**config.mk**
```make
export PLATFORM = sky130hd
export DESIGN_NAME = uart_str_link
export DESIGN_NICKNAME = d
export VERILOG_FILES = /design/src/uart_str_pkg.sv /design/src/uart_baud_timer.sv /design/src/uart_byte_rx.sv /design/src/uart_byte_tx.sv /design/src/uart_str_link.sv /design/src/uart_string_handle.sv
export SDC_FILE = /design/constraint.sdc
export NUM_CORES = 1
export LEC_CHECK = 0
export BUFFER_PORTS_ARGS = -buffer_cell sky130_fd_sc_hd__clkbuf_2
export CORE_UTILIZATION = 35
export DETAILED_ROUTE_END_ITERATION = 8
export REMOVE_ABC_BUFFERS = 1
export SLEW_MARGIN = 20
export SYNTH_ARGS = -nofsm -noshare
export SYNTH_HDL_FRONTEND = slang
export SYNTH_SLANG_ARGS = --single-unit
export TNS_END_PERCENT = 100
```
**constraint.sdc**
```tcl
create_clock -name sys_clk -period 7.95 [get_ports sys_clk]
set_input_delay 1.59 -clock sys_clk [delete_from_list [all_inputs] [get_ports sys_clk]]
set_output_delay 1.59 -clock sys_clk [all_outputs]
set_load 0.05 [all_outputs]
```
**src/uart_str_pkg.sv**
```systemverilog
`default_nettype none

// uart string link package.
// line timing, frame marker, string size and the handler state types.

package uart_str_pkg;

	// ~~~~~~~~~~~~~~~~~~~~~~~~~~~~~~~~~~~~~~~~~~~~~~~~~~~~~~~~~~~~
	// line timing.
	// ~~~~~~~~~~~~~~~~~~~~~~~~~~~~~~~~~~~~~~~~~~~~~~~~~~~~~~~~~~~~
	// system clocks per uart bit, kept small for short runs.
	localparam int clks_per_bit = 8;
	localparam int baud_cnt_w = $clog2(clks_per_bit);

	// ~~~~~~~~~~~~~~~~~~~~~~~~~~~~~~~~~~~~~~~~~~~~~~~~~~~~~~~~~~~~
	// string framing.
	// ~~~~~~~~~~~~~~~~~~~~~~~~~~~~~~~~~~~~~~~~~~~~~~~~~~~~~~~~~~~~
	// byte i of a string lives in bits 8i+7 down to 8i.
	localparam int max_len = 16;
	localparam int len_w = 5;

	// ascii "&", two in a row open or close a frame.
	localparam logic [7:0] frame_mark = 8'h26;

	typedef enum logic [2:0] {
		tx_idle,
		tx_open1,
		tx_open2,
		tx_body,
		tx_close1,
		tx_close2,
		tx_finish
	} tx_state_t;

	typedef enum logic [2:0] {
		rx_hunt,
		rx_open2,
		rx_body,
		rx_mark,
		rx_finish
	} rx_state_t;

endpackage

`default_nettype wire

```
**src/uart_baud_timer.sv**
```systemverilog
`timescale 1ns/1ps
`default_nettype none

// uart baud timer.
// gives one tick per bit period while run is high, or a half period
// first when half_start is set as the run begins.

module uart_baud_timer (
	input  wire  sys_clk,
	input  wire  sys_rst_n,
	input  wire  run,
	input  wire  half_start,
	output logic tick
);

	import uart_str_pkg::*;

	logic [baud_cnt_w-1:0] cnt;
	logic                  active;

	// the first cycle of a run only loads, so the first count is two short.
	always_ff @(posedge sys_clk or negedge sys_rst_n) begin
		if (!sys_rst_n) begin
			cnt    <= '0;
			active <= 1'b0;
		end else if (!run) begin
			cnt    <= '0;
			active <= 1'b0;
		end else if (!active) begin
			active <= 1'b1;
			if (half_start) begin
				cnt <= baud_cnt_w'(clks_per_bit / 2 - 2);
			end else begin
				cnt <= baud_cnt_w'(clks_per_bit - 2);
			end
		end else if (cnt == '0) begin
			cnt <= baud_cnt_w'(clks_per_bit - 1);
		end else begin
			cnt <= cnt - 1'b1;
		end
	end

	assign tick = active && (cnt == '0);

	// users drop run only right after a tick, so a stale tick never shows.
	a_no_tick_idle: assert property (@(posedge sys_clk) disable iff (!sys_rst_n)
		!run |-> !tick);

endmodule

`default_nettype wire

```
**src/uart_byte_rx.sv**
```systemverilog
`timescale 1ns/1ps
`default_nettype none

// uart byte receiver.
// synchronizes the line, finds the start edge and samples
// each bit near its middle. bytes with a low stop bit are dropped.

module uart_byte_rx (
	input  wire        sys_clk,
	input  wire        sys_rst_n,
	input  wire        uart_rx,
	output logic [7:0] byte_rx_data,
	output logic       byte_rx_valid
);

	import uart_str_pkg::*;

	logic       rx_meta;
	logic       rx_sync;
	logic       rx_prev;
	logic       start_edge;
	logic       busy;
	logic [3:0] bit_cnt;
	logic [7:0] shreg;
	logic       tick;

	uart_baud_timer uart_baud_timer_inst (
		.sys_clk    (sys_clk),
		.sys_rst_n  (sys_rst_n),
		.run        (busy),
		.half_start (bit_cnt == 4'd0),
		.tick       (tick)
	);

	// ~~~~~~~~~~~~~~~~~~~~~~~~~~~~~~~~~~~~~~~~~~~~~~~~~~~~~~~~~~~~
	// line synchronizer and edge detect.
	// ~~~~~~~~~~~~~~~~~~~~~~~~~~~~~~~~~~~~~~~~~~~~~~~~~~~~~~~~~~~~
	// resets to the idle high level so no false start is seen.
	always_ff @(posedge sys_clk or negedge sys_rst_n) begin
		if (!sys_rst_n) begin
			rx_meta <= 1'b1;
			rx_sync <= 1'b1;
			rx_prev <= 1'b1;
		end else begin
			rx_meta <= uart_rx;
			rx_sync <= rx_meta;
			rx_prev <= rx_sync;
		end
	end

	assign start_edge = rx_prev && !rx_sync;

	// ~~~~~~~~~~~~~~~~~~~~~~~~~~~~~~~~~~~~~~~~~~~~~~~~~~~~~~~~~~~~
	// bit sampling.
	// ~~~~~~~~~~~~~~~~~~~~~~~~~~~~~~~~~~~~~~~~~~~~~~~~~~~~~~~~~~~~
	// count 0 checks the start bit, 1..8 take data, 9 is the stop bit.
	always_ff @(posedge sys_clk or negedge sys_rst_n) begin
		if (!sys_rst_n) begin
			busy          <= 1'b0;
			bit_cnt       <= 4'd0;
			byte_rx_valid <= 1'b0;
		end else begin
			byte_rx_valid <= 1'b0;
			if (!busy) begin
				bit_cnt <= 4'd0;
				if (start_edge) begin
					busy <= 1'b1;
				end
			end else if (tick) begin
				if (bit_cnt == 4'd0) begin
					// line back high at mid start bit, a glitch.
					if (rx_sync) begin
						busy <= 1'b0;
					end else begin
						bit_cnt <= 4'd1;
					end
				end else if (bit_cnt == 4'd9) begin
					busy          <= 1'b0;
					bit_cnt       <= 4'd0;
					byte_rx_valid <= rx_sync;
				end else begin
					bit_cnt <= bit_cnt + 1'b1;
				end
			end
		end
	end

	// lsb arrives first, so shift in from the top.
	always_ff @(posedge sys_clk) begin
		if (busy && tick && (bit_cnt != 4'd0) && (bit_cnt != 4'd9)) begin
			shreg <= {rx_sync, shreg[7:1]};
		end
	end

	assign byte_rx_data = shreg;

endmodule

`default_nettype wire

```
**src/uart_byte_tx.sv**
```systemverilog
`timescale 1ns/1ps
`default_nettype none

// uart byte transmitter.
// sends one 8n1 byte: start bit, data lsb first, one stop bit.

module uart_byte_tx (
	input  wire        sys_clk,
	input  wire        sys_rst_n,
	input  wire  [7:0] byte_tx_data,
	input  wire        byte_tx_start,
	output logic       uart_tx,
	output logic       byte_tx_done
);

	import uart_str_pkg::*;

	logic       busy;
	logic [3:0] bit_cnt;
	logic [7:0] shreg;
	logic       tick;

	uart_baud_timer uart_baud_timer_inst (
		.sys_clk    (sys_clk),
		.sys_rst_n  (sys_rst_n),
		.run        (busy),
		.half_start (1'b0),
		.tick       (tick)
	);

	// ~~~~~~~~~~~~~~~~~~~~~~~~~~~~~~~~~~~~~~~~~~~~~~~~~~~~~~~~~~~~
	// bit sequencing.
	// ~~~~~~~~~~~~~~~~~~~~~~~~~~~~~~~~~~~~~~~~~~~~~~~~~~~~~~~~~~~~
	// ticks 1..8 put out data, tick 9 the stop bit, tick 10 ends the byte.
	always_ff @(posedge sys_clk or negedge sys_rst_n) begin
		if (!sys_rst_n) begin
			busy    <= 1'b0;
			bit_cnt <= 4'd0;
			uart_tx <= 1'b1;
		end else if (!busy) begin
			if (byte_tx_start) begin
				busy    <= 1'b1;
				bit_cnt <= 4'd0;
				uart_tx <= 1'b0;
			end
		end else if (tick) begin
			if (bit_cnt == 4'd9) begin
				busy <= 1'b0;
			end else begin
				uart_tx <= shreg[0];
				bit_cnt <= bit_cnt + 1'b1;
			end
		end
	end

	// ones shift in behind the data and become the stop bit.
	always_ff @(posedge sys_clk) begin
		if (!busy && byte_tx_start) begin
			shreg <= byte_tx_data;
		end else if (busy && tick) begin
			shreg <= {1'b1, shreg[7:1]};
		end
	end

	assign byte_tx_done = busy && tick && (bit_cnt == 4'd9);

	// the handler starts a byte only when the line is free.
	a_start_idle: assert property (@(posedge sys_clk) disable iff (!sys_rst_n)
		byte_tx_start |-> !busy);

endmodule

`default_nettype wire

```
**src/uart_str_link.sv**
```systemverilog
`timescale 1ns/1ps
`default_nettype none

// uart string link top level.
// string handler joined to the byte transmitter and byte receiver.

module uart_str_link (
	input  wire                                sys_clk,
	input  wire                                sys_rst_n,
	input  wire  [uart_str_pkg::max_len*8-1:0] tx_string,
	input  wire  [uart_str_pkg::len_w-1:0]     tx_length,
	input  wire                                tx_req,
	output wire                                tx_busy,
	output wire                                tx_done,
	output wire  [uart_str_pkg::max_len*8-1:0] rx_string,
	output wire  [uart_str_pkg::len_w-1:0]     rx_length,
	output wire                                rx_busy,
	output wire                                rx_done,
	input  wire                                uart_rx,
	output wire                                uart_tx
);

	wire [7:0] byte_tx_data;
	wire       byte_tx_start;
	wire       byte_tx_done;
	wire [7:0] byte_rx_data;
	wire       byte_rx_valid;

	uart_string_handle uart_string_handle_inst (
		.sys_clk       (sys_clk),
		.sys_rst_n     (sys_rst_n),
		.tx_string     (tx_string),
		.tx_length     (tx_length),
		.tx_req        (tx_req),
		.tx_busy       (tx_busy),
		.tx_done       (tx_done),
		.rx_string     (rx_string),
		.rx_length     (rx_length),
		.rx_busy       (rx_busy),
		.rx_done       (rx_done),
		.byte_tx_data  (byte_tx_data),
		.byte_tx_start (byte_tx_start),
		.byte_tx_done  (byte_tx_done),
		.byte_rx_data  (byte_rx_data),
		.byte_rx_valid (byte_rx_valid)
	);

	uart_byte_tx uart_byte_tx_inst (
		.sys_clk       (sys_clk),
		.sys_rst_n     (sys_rst_n),
		.byte_tx_data  (byte_tx_data),
		.byte_tx_start (byte_tx_start),
		.uart_tx       (uart_tx),
		.byte_tx_done  (byte_tx_done)
	);

	uart_byte_rx uart_byte_rx_inst (
		.sys_clk       (sys_clk),
		.sys_rst_n     (sys_rst_n),
		.uart_rx       (uart_rx),
		.byte_rx_data  (byte_rx_data),
		.byte_rx_valid (byte_rx_valid)
	);

endmodule

`default_nettype wire

```
**src/uart_string_handle.sv**
```systemverilog
`timescale 1ns/1ps
`default_nettype none

// uart string handler.
// frames an outgoing string as "&&" payload "&&", and hunts the
// incoming byte stream for a framed string to collect.

module uart_string_handle (
	input  wire                                sys_clk,
	input  wire                                sys_rst_n,
	input  wire  [uart_str_pkg::max_len*8-1:0] tx_string,
	input  wire  [uart_str_pkg::len_w-1:0]     tx_length,
	input  wire                                tx_req,
	output logic                               tx_busy,
	output logic                               tx_done,
	output logic [uart_str_pkg::max_len*8-1:0] rx_string,
	output logic [uart_str_pkg::len_w-1:0]     rx_length,
	output logic                               rx_busy,
	output logic                               rx_done,
	output logic [7:0]                         byte_tx_data,
	output logic                               byte_tx_start,
	input  wire                                byte_tx_done,
	input  wire  [7:0]                         byte_rx_data,
	input  wire                                byte_rx_valid
);

	import uart_str_pkg::*;

	tx_state_t                tx_state;
	logic [max_len*8-1:0]     tx_buf;
	logic [len_w-1:0]         tx_len_q;
	logic [len_w-1:0]         tx_idx;
	logic [6:0]               tx_off;
	logic                     tx_accept;

	rx_state_t                rx_state;
	logic                     rx_is_mark;
	logic                     rx_is_data;
	logic [len_w-1:0]         rx_len_p1;
	logic [6:0]               rx_off;
	logic [6:0]               rx_off_p1;

	// ~~~~~~~~~~~~~~~~~~~~~~~~~~~~~~~~~~~~~~~~~~~~~~~~~~~~~~~~~~~~
	// transmit side.
	// ~~~~~~~~~~~~~~~~~~~~~~~~~~~~~~~~~~~~~~~~~~~~~~~~~~~~~~~~~~~~
	assign tx_busy   = (tx_state != tx_idle) && (tx_state != tx_finish);
	assign tx_done   = (tx_state == tx_finish);
	assign tx_accept = !tx_busy && tx_req && (tx_length != '0);
	assign tx_off    = {tx_idx[3:0], 3'b000};

	always_ff @(posedge sys_clk or negedge sys_rst_n) begin
		if (!sys_rst_n) begin
			tx_state      <= tx_idle;
			tx_idx        <= '0;
			byte_tx_start <= 1'b0;
		end else begin
			byte_tx_start <= 1'b0;
			case (tx_state)
				tx_idle, tx_finish: begin
					if (tx_accept) begin
						tx_state      <= tx_open1;
						tx_idx        <= '0;
						byte_tx_start <= 1'b1;
					end else begin
						tx_state <= tx_idle;
					end
				end
				tx_open1: begin
					if (byte_tx_done) begin
						tx_state      <= tx_open2;
						byte_tx_start <= 1'b1;
					end
				end
				// first payload byte goes out after the second marker.
				tx_open2: begin
					if (byte_tx_done) begin
						tx_state      <= tx_body;
						tx_idx        <= tx_idx + 1'b1;
						byte_tx_start <= 1'b1;
					end
				end
				tx_body: begin
					if (byte_tx_done) begin
						byte_tx_start <= 1'b1;
						if (tx_idx == tx_len_q) begin
							tx_state <= tx_close1;
						end else begin
							tx_idx <= tx_idx + 1'b1;
						end
					end
				end
				tx_close1: begin
					if (byte_tx_done) begin
						tx_state      <= tx_close2;
						byte_tx_start <= 1'b1;
					end
				end
				tx_close2: begin
					if (byte_tx_done) begin
						tx_state <= tx_finish;
					end
				end
				default: tx_state <= tx_idle;
			endcase
		end
	end

	// next byte is chosen as the current one completes.
	always_ff @(posedge sys_clk) begin
		if (tx_accept) begin
			tx_buf       <= tx_string;
			tx_len_q     <= tx_length;
			byte_tx_data <= frame_mark;
		end else if (byte_tx_done) begin
			if ((tx_state == tx_open2) ||
			    ((tx_state == tx_body) && (tx_idx != tx_len_q))) begin
				byte_tx_data <= tx_buf[tx_off +: 8];
			end else begin
				byte_tx_data <= frame_mark;
			end
		end
	end

	// ~~~~~~~~~~~~~~~~~~~~~~~~~~~~~~~~~~~~~~~~~~~~~~~~~~~~~~~~~~~~
	// receive side.
	// ~~~~~~~~~~~~~~~~~~~~~~~~~~~~~~~~~~~~~~~~~~~~~~~~~~~~~~~~~~~~
	assign rx_is_mark = byte_rx_valid && (byte_rx_data == frame_mark);
	assign rx_is_data = byte_rx_valid && (byte_rx_data != frame_mark);
	assign rx_busy    = (rx_state == rx_open2) || (rx_state == rx_body) ||
	                    (rx_state == rx_mark);
	assign rx_done    = (rx_state == rx_finish);
	assign rx_len_p1  = rx_length + 1'b1;
	assign rx_off     = {rx_length[3:0], 3'b000};
	assign rx_off_p1  = {rx_len_p1[3:0], 3'b000};

	always_ff @(posedge sys_clk or negedge sys_rst_n) begin
		if (!sys_rst_n) begin
			rx_state <= rx_hunt;
		end else begin
			case (rx_state)
				rx_hunt: begin
					if (rx_is_mark) begin
						rx_state <= rx_open2;
					end
				end
				rx_open2: begin
					if (rx_is_mark) begin
						rx_state <= rx_body;
					end else if (rx_is_data) begin
						rx_state <= rx_hunt;
					end
				end
				rx_body: begin
					if (rx_is_mark) begin
						rx_state <= rx_mark;
					end
				end
				// a second marker closes, anything else makes the "&" data.
				rx_mark: begin
					if (rx_is_mark) begin
						rx_state <= rx_finish;
					end else if (rx_is_data) begin
						rx_state <= rx_body;
					end
				end
				rx_finish: rx_state <= rx_hunt;
				default:   rx_state <= rx_hunt;
			endcase
		end
	end

	// bytes past max_len are dropped.
	always_ff @(posedge sys_clk or negedge sys_rst_n) begin
		if (!sys_rst_n) begin
			rx_string <= '0;
			rx_length <= '0;
		end else if ((rx_state == rx_open2) && rx_is_mark) begin
			rx_string <= '0;
			rx_length <= '0;
		end else if ((rx_state == rx_body) && rx_is_data) begin
			if (rx_length != len_w'(max_len)) begin
				rx_string[rx_off +: 8] <= byte_rx_data;
				rx_length              <= rx_len_p1;
			end
		end else if ((rx_state == rx_mark) && rx_is_data) begin
			if (rx_len_p1 < len_w'(max_len)) begin
				rx_string[rx_off +: 8]    <= frame_mark;
				rx_string[rx_off_p1 +: 8] <= byte_rx_data;
				rx_length                 <= rx_length + 2'd2;
			end else if (rx_length != len_w'(max_len)) begin
				rx_string[rx_off +: 8] <= frame_mark;
				rx_length              <= rx_len_p1;
			end
		end
	end

	// the last closing marker leads to exactly one done pulse.
	a_tx_done_once: assert property (@(posedge sys_clk) disable iff (!sys_rst_n)
		(tx_state == tx_close2) && byte_tx_done |=> tx_done ##1 !tx_done);

	a_rx_done_once: assert property (@(posedge sys_clk) disable iff (!sys_rst_n)
		rx_done |=> !rx_done);

	a_rx_len_max: assert property (@(posedge sys_clk) disable iff (!sys_rst_n)
		rx_length <= len_w'(max_len));

endmodule

`default_nettype wire

```
# Yosys cells after proc, flatten, opt, wreduce, memory -nomap -nowiden
# Cells that the tools add are included.
dict set report classes {
  eq_ne 36
  addsub 9
  n_reduce_logical 45
  n_lt_le_gt_ge 1
  muxes 76
  n_shift 6
}
# operator n
set ops {}
lappend ops {{$mux 128} 6}
lappend ops {{$bwmux 128} 3}
lappend ops {{$shift 8x9->128 const A} 2}
lappend ops {{$shiftx 8x9->128} 2}
lappend ops {{$shiftx 128x8->8} 1}
lappend ops {{$shiftx 8x9->128 const A} 1}
lappend ops {{$mux 3} 19}
lappend ops {{$mux 5} 9}
lappend ops {{$mux 4} 9}
lappend ops {{$mux 8} 3}
lappend ops {{$mux 1} 23}
lappend ops {{$logic_and 1x1->1} 18}
lappend ops {{$ne 2x2->1 const B} 9}
lappend ops {{$neg 7->9} 2}
lappend ops {{$pmux 3 s6} 1}
lappend ops {{$pmux 5 s3} 1}
lappend ops {{$eq 3x2->1 const B} 4}
lappend ops {{$eq 3x3->1 const B} 4}
lappend ops {{$logic_not 3->1} 4}
lappend ops {{$pmux 3 s4} 1}
lappend ops {{$reduce_bool 3->1} 4}
lappend ops {{$add 5x1->5 const B} 2}
lappend ops {{$add 4x1->4 const B} 2}
lappend ops {{$eq 4x4->1 const B} 2}
lappend ops {{28 further kinds} 41}
dict set report word_totals {
  inputBits 137
  out_inout_bits 138
  word_cells 197
  regBits 325
}

# Depth between registers and ports, before layout
dict set report depth {
  ltp_word 8
  depth_mapped 14
  ltp_nobuf 8
}

# By module
# Synthesis repeated with hierarchy kept, for this count alone.
dict set report unflattened {
  hier_cells 1356
  hier_area_um2 15735.1
}
# module instances area_per_inst_um2 cells_each seq_area_each_um2
set modules_own_cells {}
lappend modules_own_cells {uart_string_handle 1 13923.4 1195 7782.5}
lappend modules_own_cells {uart_byte_rx 1 759.5 58 469.2}
lappend modules_own_cells {uart_byte_tx 1 674.4 69 391.6}
lappend modules_own_cells {uart_baud_timer 2 188.9 17 100.1}

# Worst setup path before layout
# Ideal clock, no wire load.
dict set report synth_path {
  path_type {input to register}
  from {input tx_length[0] (netlist bit)}
  to {register uart_string_handle_inst.tx_buf[0], enable pin}
  setup_ps 431
  cell_stages 5
  required_time_ps 7519
  path_slack_ps 3801
  arrival_ps 3718
  n_path_buf 1
  path_cell_list {or4_1 > o21ai_0 > or2_2 > clkbuf_1 > inv_2}
}
dict set report synth_between {
  elab_chain_len 2
}
# element line
set synth_lines {}
lappend synth_lines {{from (decl)} uart_str_link.sv:11} ;# input wire [uart_str_pkg::len_w-1:0] tx_length,
lappend synth_lines {{$reduce_bool 5->1} uart_string_handle.sv:48} ;# assign tx_accept = !tx_busy && tx_req && (tx_length != '0);
lappend synth_lines {{$logic_and 1x1->1} uart_string_handle.sv:48}
lappend synth_lines {{named net uart_string_handle_inst.tx_accept} uart_string_handle.sv:34} ;# logic tx_accept;
lappend synth_lines {{to (signal assigned)} uart_string_handle.sv:111} ;# tx_buf <= tx_string;
lappend synth_lines {{to (decl)} uart_string_handle.sv:30} ;# logic [max_len*8-1:0] tx_buf;
# The timed path passes the listed nets, and every way through them passes these cells.
# A chain may end at the register's enable or synchronous reset.

# Worst setup path after layout
dict set report layout_path {
  from {register uart_string_handle_inst.rx_length[0] (netlist bit)}
  to {register uart_string_handle_inst.rx_string[113] (netlist bit)}
}
dict set report layout_between {
  elab_chain_len 8
  elab_cells_between_ends 22
  classes_between {add/sub: 3; order compare: 1; eq/ne: 2; shift: 5; mux: 9; reduce/logical: 2}
}
# element line
set layout_lines {}
lappend layout_lines {{from (decl)} uart_string_handle.sv:17} ;# output logic [uart_str_pkg::len_w-1:0] rx_length,
lappend layout_lines {{from (signal assigned)} uart_string_handle.sv:183} ;# rx_length <= rx_len_p1;
lappend layout_lines {{from (signal assigned)} uart_string_handle.sv:189} ;# rx_length <= rx_length + 2'd2;
lappend layout_lines {{from (signal assigned)} uart_string_handle.sv:192} ;# rx_length <= rx_len_p1;
lappend layout_lines {{$add 5x1->5 or $neg 7->9 (tied branches)} --}
lappend layout_lines {{$neg 7->9 (tied with other cells)} uart_string_handle.sv:188} ;# rx_string[rx_off_p1 +: 8] <= byte_rx_data;
lappend layout_lines {{$shiftx 8x9->128 (tied with other cells)} uart_string_handle.sv:188}
lappend layout_lines {{$bwmux 128 or $mux 128 (tied branches)} {uart_string_handle.sv:188, uart_string_handle.sv:190}}
lappend layout_lines {{$mux 128} uart_string_handle.sv:186} ;# if (rx_len_p1 < len_w'(max_len)) begin
lappend layout_lines {{$mux 128} uart_string_handle.sv:185} ;# end else if ((rx_state == rx_mark) && rx_is_data) begin
lappend layout_lines {{$mux 128} uart_string_handle.sv:180} ;# end else if ((rx_state == rx_body) && rx_is_data) begin
lappend layout_lines {{$mux 128} uart_string_handle.sv:177} ;# end else if ((rx_state == rx_open2) && rx_is_mark) begin
lappend layout_lines {{to (signal, indexed assignment)} uart_string_handle.sv:182} ;# rx_string[rx_off +: 8] <= byte_rx_data;
lappend layout_lines {{to (signal, indexed assignment)} uart_string_handle.sv:187} ;# rx_string[rx_off +: 8] <= frame_mark;
lappend layout_lines {{to (signal, indexed assignment)} uart_string_handle.sv:188}
lappend layout_lines {{to (decl)} uart_string_handle.sv:16} ;# output logic [uart_str_pkg::max_len*8-1:0] rx_string,
# Parallel ways exist; a longest one is shown, timed or not. The select of a mux whose other input is x is not followed.

==> flow_summary.ini <==
[setup_path]
critPathLaunchType = flop
r2r_setup_slack_ps = 3620
crit_chain = inv_1 > ha_1 > or3b_1 > mux2i_2 > o211a_1 > nor2_1 > a221oi_1 > o22a_1
r2r-start = uart_string_handle_inst.rx_length[0]
cp.arrival_ps = 4820
critPathSlowestCell = o211a_1
end_kind = flop
crit_type = reg -> reg
worstPathRequired_ps = 8440
critPathMaxFanout = 27
r2r_cells = 8
slowest_delay_ps = 950
rr_endpoint = uart_string_handle_inst.rx_string[113]

[floorplanning]
die_w_um = 216.2
dieArea_um2 = 46750
core_area_um2 = 45280
rows = 78
fp.dieH_um = 216.2
boundaryPins = 275
start_util_pct = 35.47

[sta]
max_freq_mhz = 231.2
rsz0062_at_grt = false
skew_ps = 19.79
slew_headroom_pct = 19.21
fin_tns_setup_ps = 0
worst_slack_ps = 3624
post-route-period-util_pct = 54.41
fin_crit_ps = 4326
holdWs_ps = 360.4
hold_viol = 0
worst_slew_pin_slew_ps = 1207
setup_violations = 0
drv_slew = 0

[drt]
ant_nets = 0
routedWlPerCell_um = 22.31
drcViolationCount = 0
avgViaCountPerCell = 5.731
drt_first_iter_violations = 1312
route.vias.total = 13067
finalWirelength_um = 50870
drt_pass1_iterations = 6

[synth]
avgSynthCellArea_um2 = 11.33
async_flop_share_pct = 51.69
yosysTopAreaCell = edfxtp_1
synth_warnings = 0
synth_cell_types = 86
syn_inst = 1418
netlist_area_um2 = 16060
seq_area_frac_synth_pct = 55.06
synth_edf_count = 149
synth-seq-cells = 325
ys.flop_type = dfrtp_1
ys_top_cells_by_area = edfxtp_1, dfrtp_1, mux4_2, nand2_1, a21oi_1
yosysTopAreaCellShare_pct = 27.86

[placed_design]
pre_cts_ws_ps = 3618
placed_cell_area_um2 = 17970
place_hpwl_um = 36010
gp_routability_congestion = 0.9266
port_buffers = 274

[finish]
drive_above_1_share_pct = 25.25
final_cell_area_um2 = 19240
fillers = 4339
area_growth_pct = 19.76
nNetsFinal = 1808
final_common_cell = clkbuf_2
layout_common_cells = clkbuf_2, dfrtp_1, edfxtp_1
finish.utilization_pct = 42.48

[clocking]
cts_root_buffer = clkbuf_16
clk_pin_slew_worst_paths_ps = 60
numCtsBuffers = 37
cts_hold_buf = 0
ctsResizeCount = 0
post_cts_buffers = 0
cts_tree = done
insertion_delay_ps = 560
clock_sinks = 325
clock_path_buffers = 3
htreeDepth = 2

[hold_path]
worstHoldPathType = reg -> reg
min_from = uart_byte_rx_inst.rx_meta
holdPathEnd = uart_byte_rx_inst.rx_sync
hold_depth = 0

[grt]
grt_pass1_wl_um = 77830
grt_max_degree = 105
grt_pass1_vias = 12969
overflow = 0
grt.total_usage_pct = 21.63
antenna_found_initial = 1

[power]
max-vdd-ir-drop_mv = 0.2338
p_leak_uw = 0.007788
power.density_nw_per_um2 = 199.4

[outcome]
status = complete, no violations

[flow_run]
cap_violations = 0
-- worst max-delay path, delay by kind of cell (launching register included) --
| family | cells | cell delay (ps) |
|---|---|---|
| compound gates | 3 | 1510 |
| simple gates | 2 | 820 |
| flops | 1 | 800 |
| fa+ha+maj | 1 | 580 |
| buf+inv | 1 | 260 |
| mux | 1 | 260 |
-- sequential cells by signal, summed over array words and instances (netlist names), 3 cells and up --
name,flops
uart_string_handle_inst.rx_string,128
uart_string_handle_inst.tx_buf,128
uart_byte_rx_inst.byte_rx_data,8
uart_byte_tx_inst.shreg,8
uart_string_handle_inst.byte_tx_data,8
uart_string_handle_inst.rx_length,5
uart_string_handle_inst.tx_idx,5
uart_string_handle_inst.tx_len_q,5
uart_byte_rx_inst.bit_cnt,4
uart_byte_tx_inst.bit_cnt,4
uart_byte_rx_inst.uart_baud_timer_inst.cnt,3
uart_byte_tx_inst.uart_baud_timer_inst.cnt,3
uart_string_handle_inst.rx_state,3
uart_string_handle_inst.tx_state,3
-- routing by layer --
metal	vias up	track usage [%]	share of wire, %
met3	116	5.979	9.3
met2	650	33.80	46
met5	-	0	0
met4	0	8.826	3.8
li1	5925	-	-
met1	6376	28.28	41
-- metrics by stage --
stage                     total power (uW)  cells
final                                 3836   2280
after global routing                  3973   2279
after CTS                             3880   2279
after detailed placement              2095   2213
after global placement                2090   2213
after floorplan                       1978   1314
-- cell type report --
class	count	area [um^2]	area share [%]
sequential	325	8845	45.98
clock buffer	50	1016	5.282
multi-input combinational	959	6698	34.82
tap	600	750.7	3.903
timing repair buffer	299	1572	8.170
clock inverter	16	237.7	1.236
inverter	30	115.1	0.5984
antenna	1	2.502	0.01301
-- cells in the mapped netlist, drive strengths merged (9+ instances only) --
library cell	count
inv	30
a32o	20
nand4	14
a22o	21
mux2i	13
nor3	23
nand2b	14
xor2	12
clkbuf	74
and3	17
a21o	15
o22ai	19
and2	10
o21ai	94
o221ai	11
ha	19
nand3	47
a31oi	30
nand2	141
nor2	89
edfxtp	149
dfrtp	164
o2bb2ai	9
mux4	40
o211ai	14
buf	30
a211o	15
a21oi	98
a221o	21
-- power by group --
group / internal (uW) / leakage (uW) / switching [uW]
registers: 1790 / 0.00366 / 21.8
logic: 104 / 0.00354 / 148
clock network: 1070 / 0.000595 / 709
total: 2960 / 0.00779 / 878
-- worst max-delay path by stage --
stage | slack, ps | start | to
2_1_floorplan | 2670 | uart_string_handle_inst.rx_length[0] | uart_string_handle_inst.rx_string[25]
3_3_place_gp | 3690 | tx_length[2] | uart_string_handle_inst.tx_buf[59]
3_5_place_dp | 3620 | tx_length[2] | uart_string_handle_inst.tx_buf[62]
4_1_cts | 3710 | uart_string_handle_inst.rx_length[0] | uart_string_handle_inst.rx_string[117]
5_1_grt | 3330 | uart_string_handle_inst.rx_length[0] | uart_string_handle_inst.rx_string[76]
6_report | 3620 | uart_string_handle_inst.rx_length[0] | uart_string_handle_inst.rx_string[113]
-- cells by family (layout without fill, tap and decap cells) --
logic type               Yosys count  in the layout  share of synthesized area (%)
flip-flops                       325            325                          55.06
XOR/XNOR                          21             21                          1.231
AND/OR/NAND/NOR                  409            409                          12.39
AO/OA/AOI/OAI                    456            456                          19.97
multiplexers                      54             54                          6.512
adder cells (fa/ha/maj)           19             19                          1.480
other                              0              1                              0
buffers and inverters            134            395                          3.357
Power figures use the tool's default switching activity.
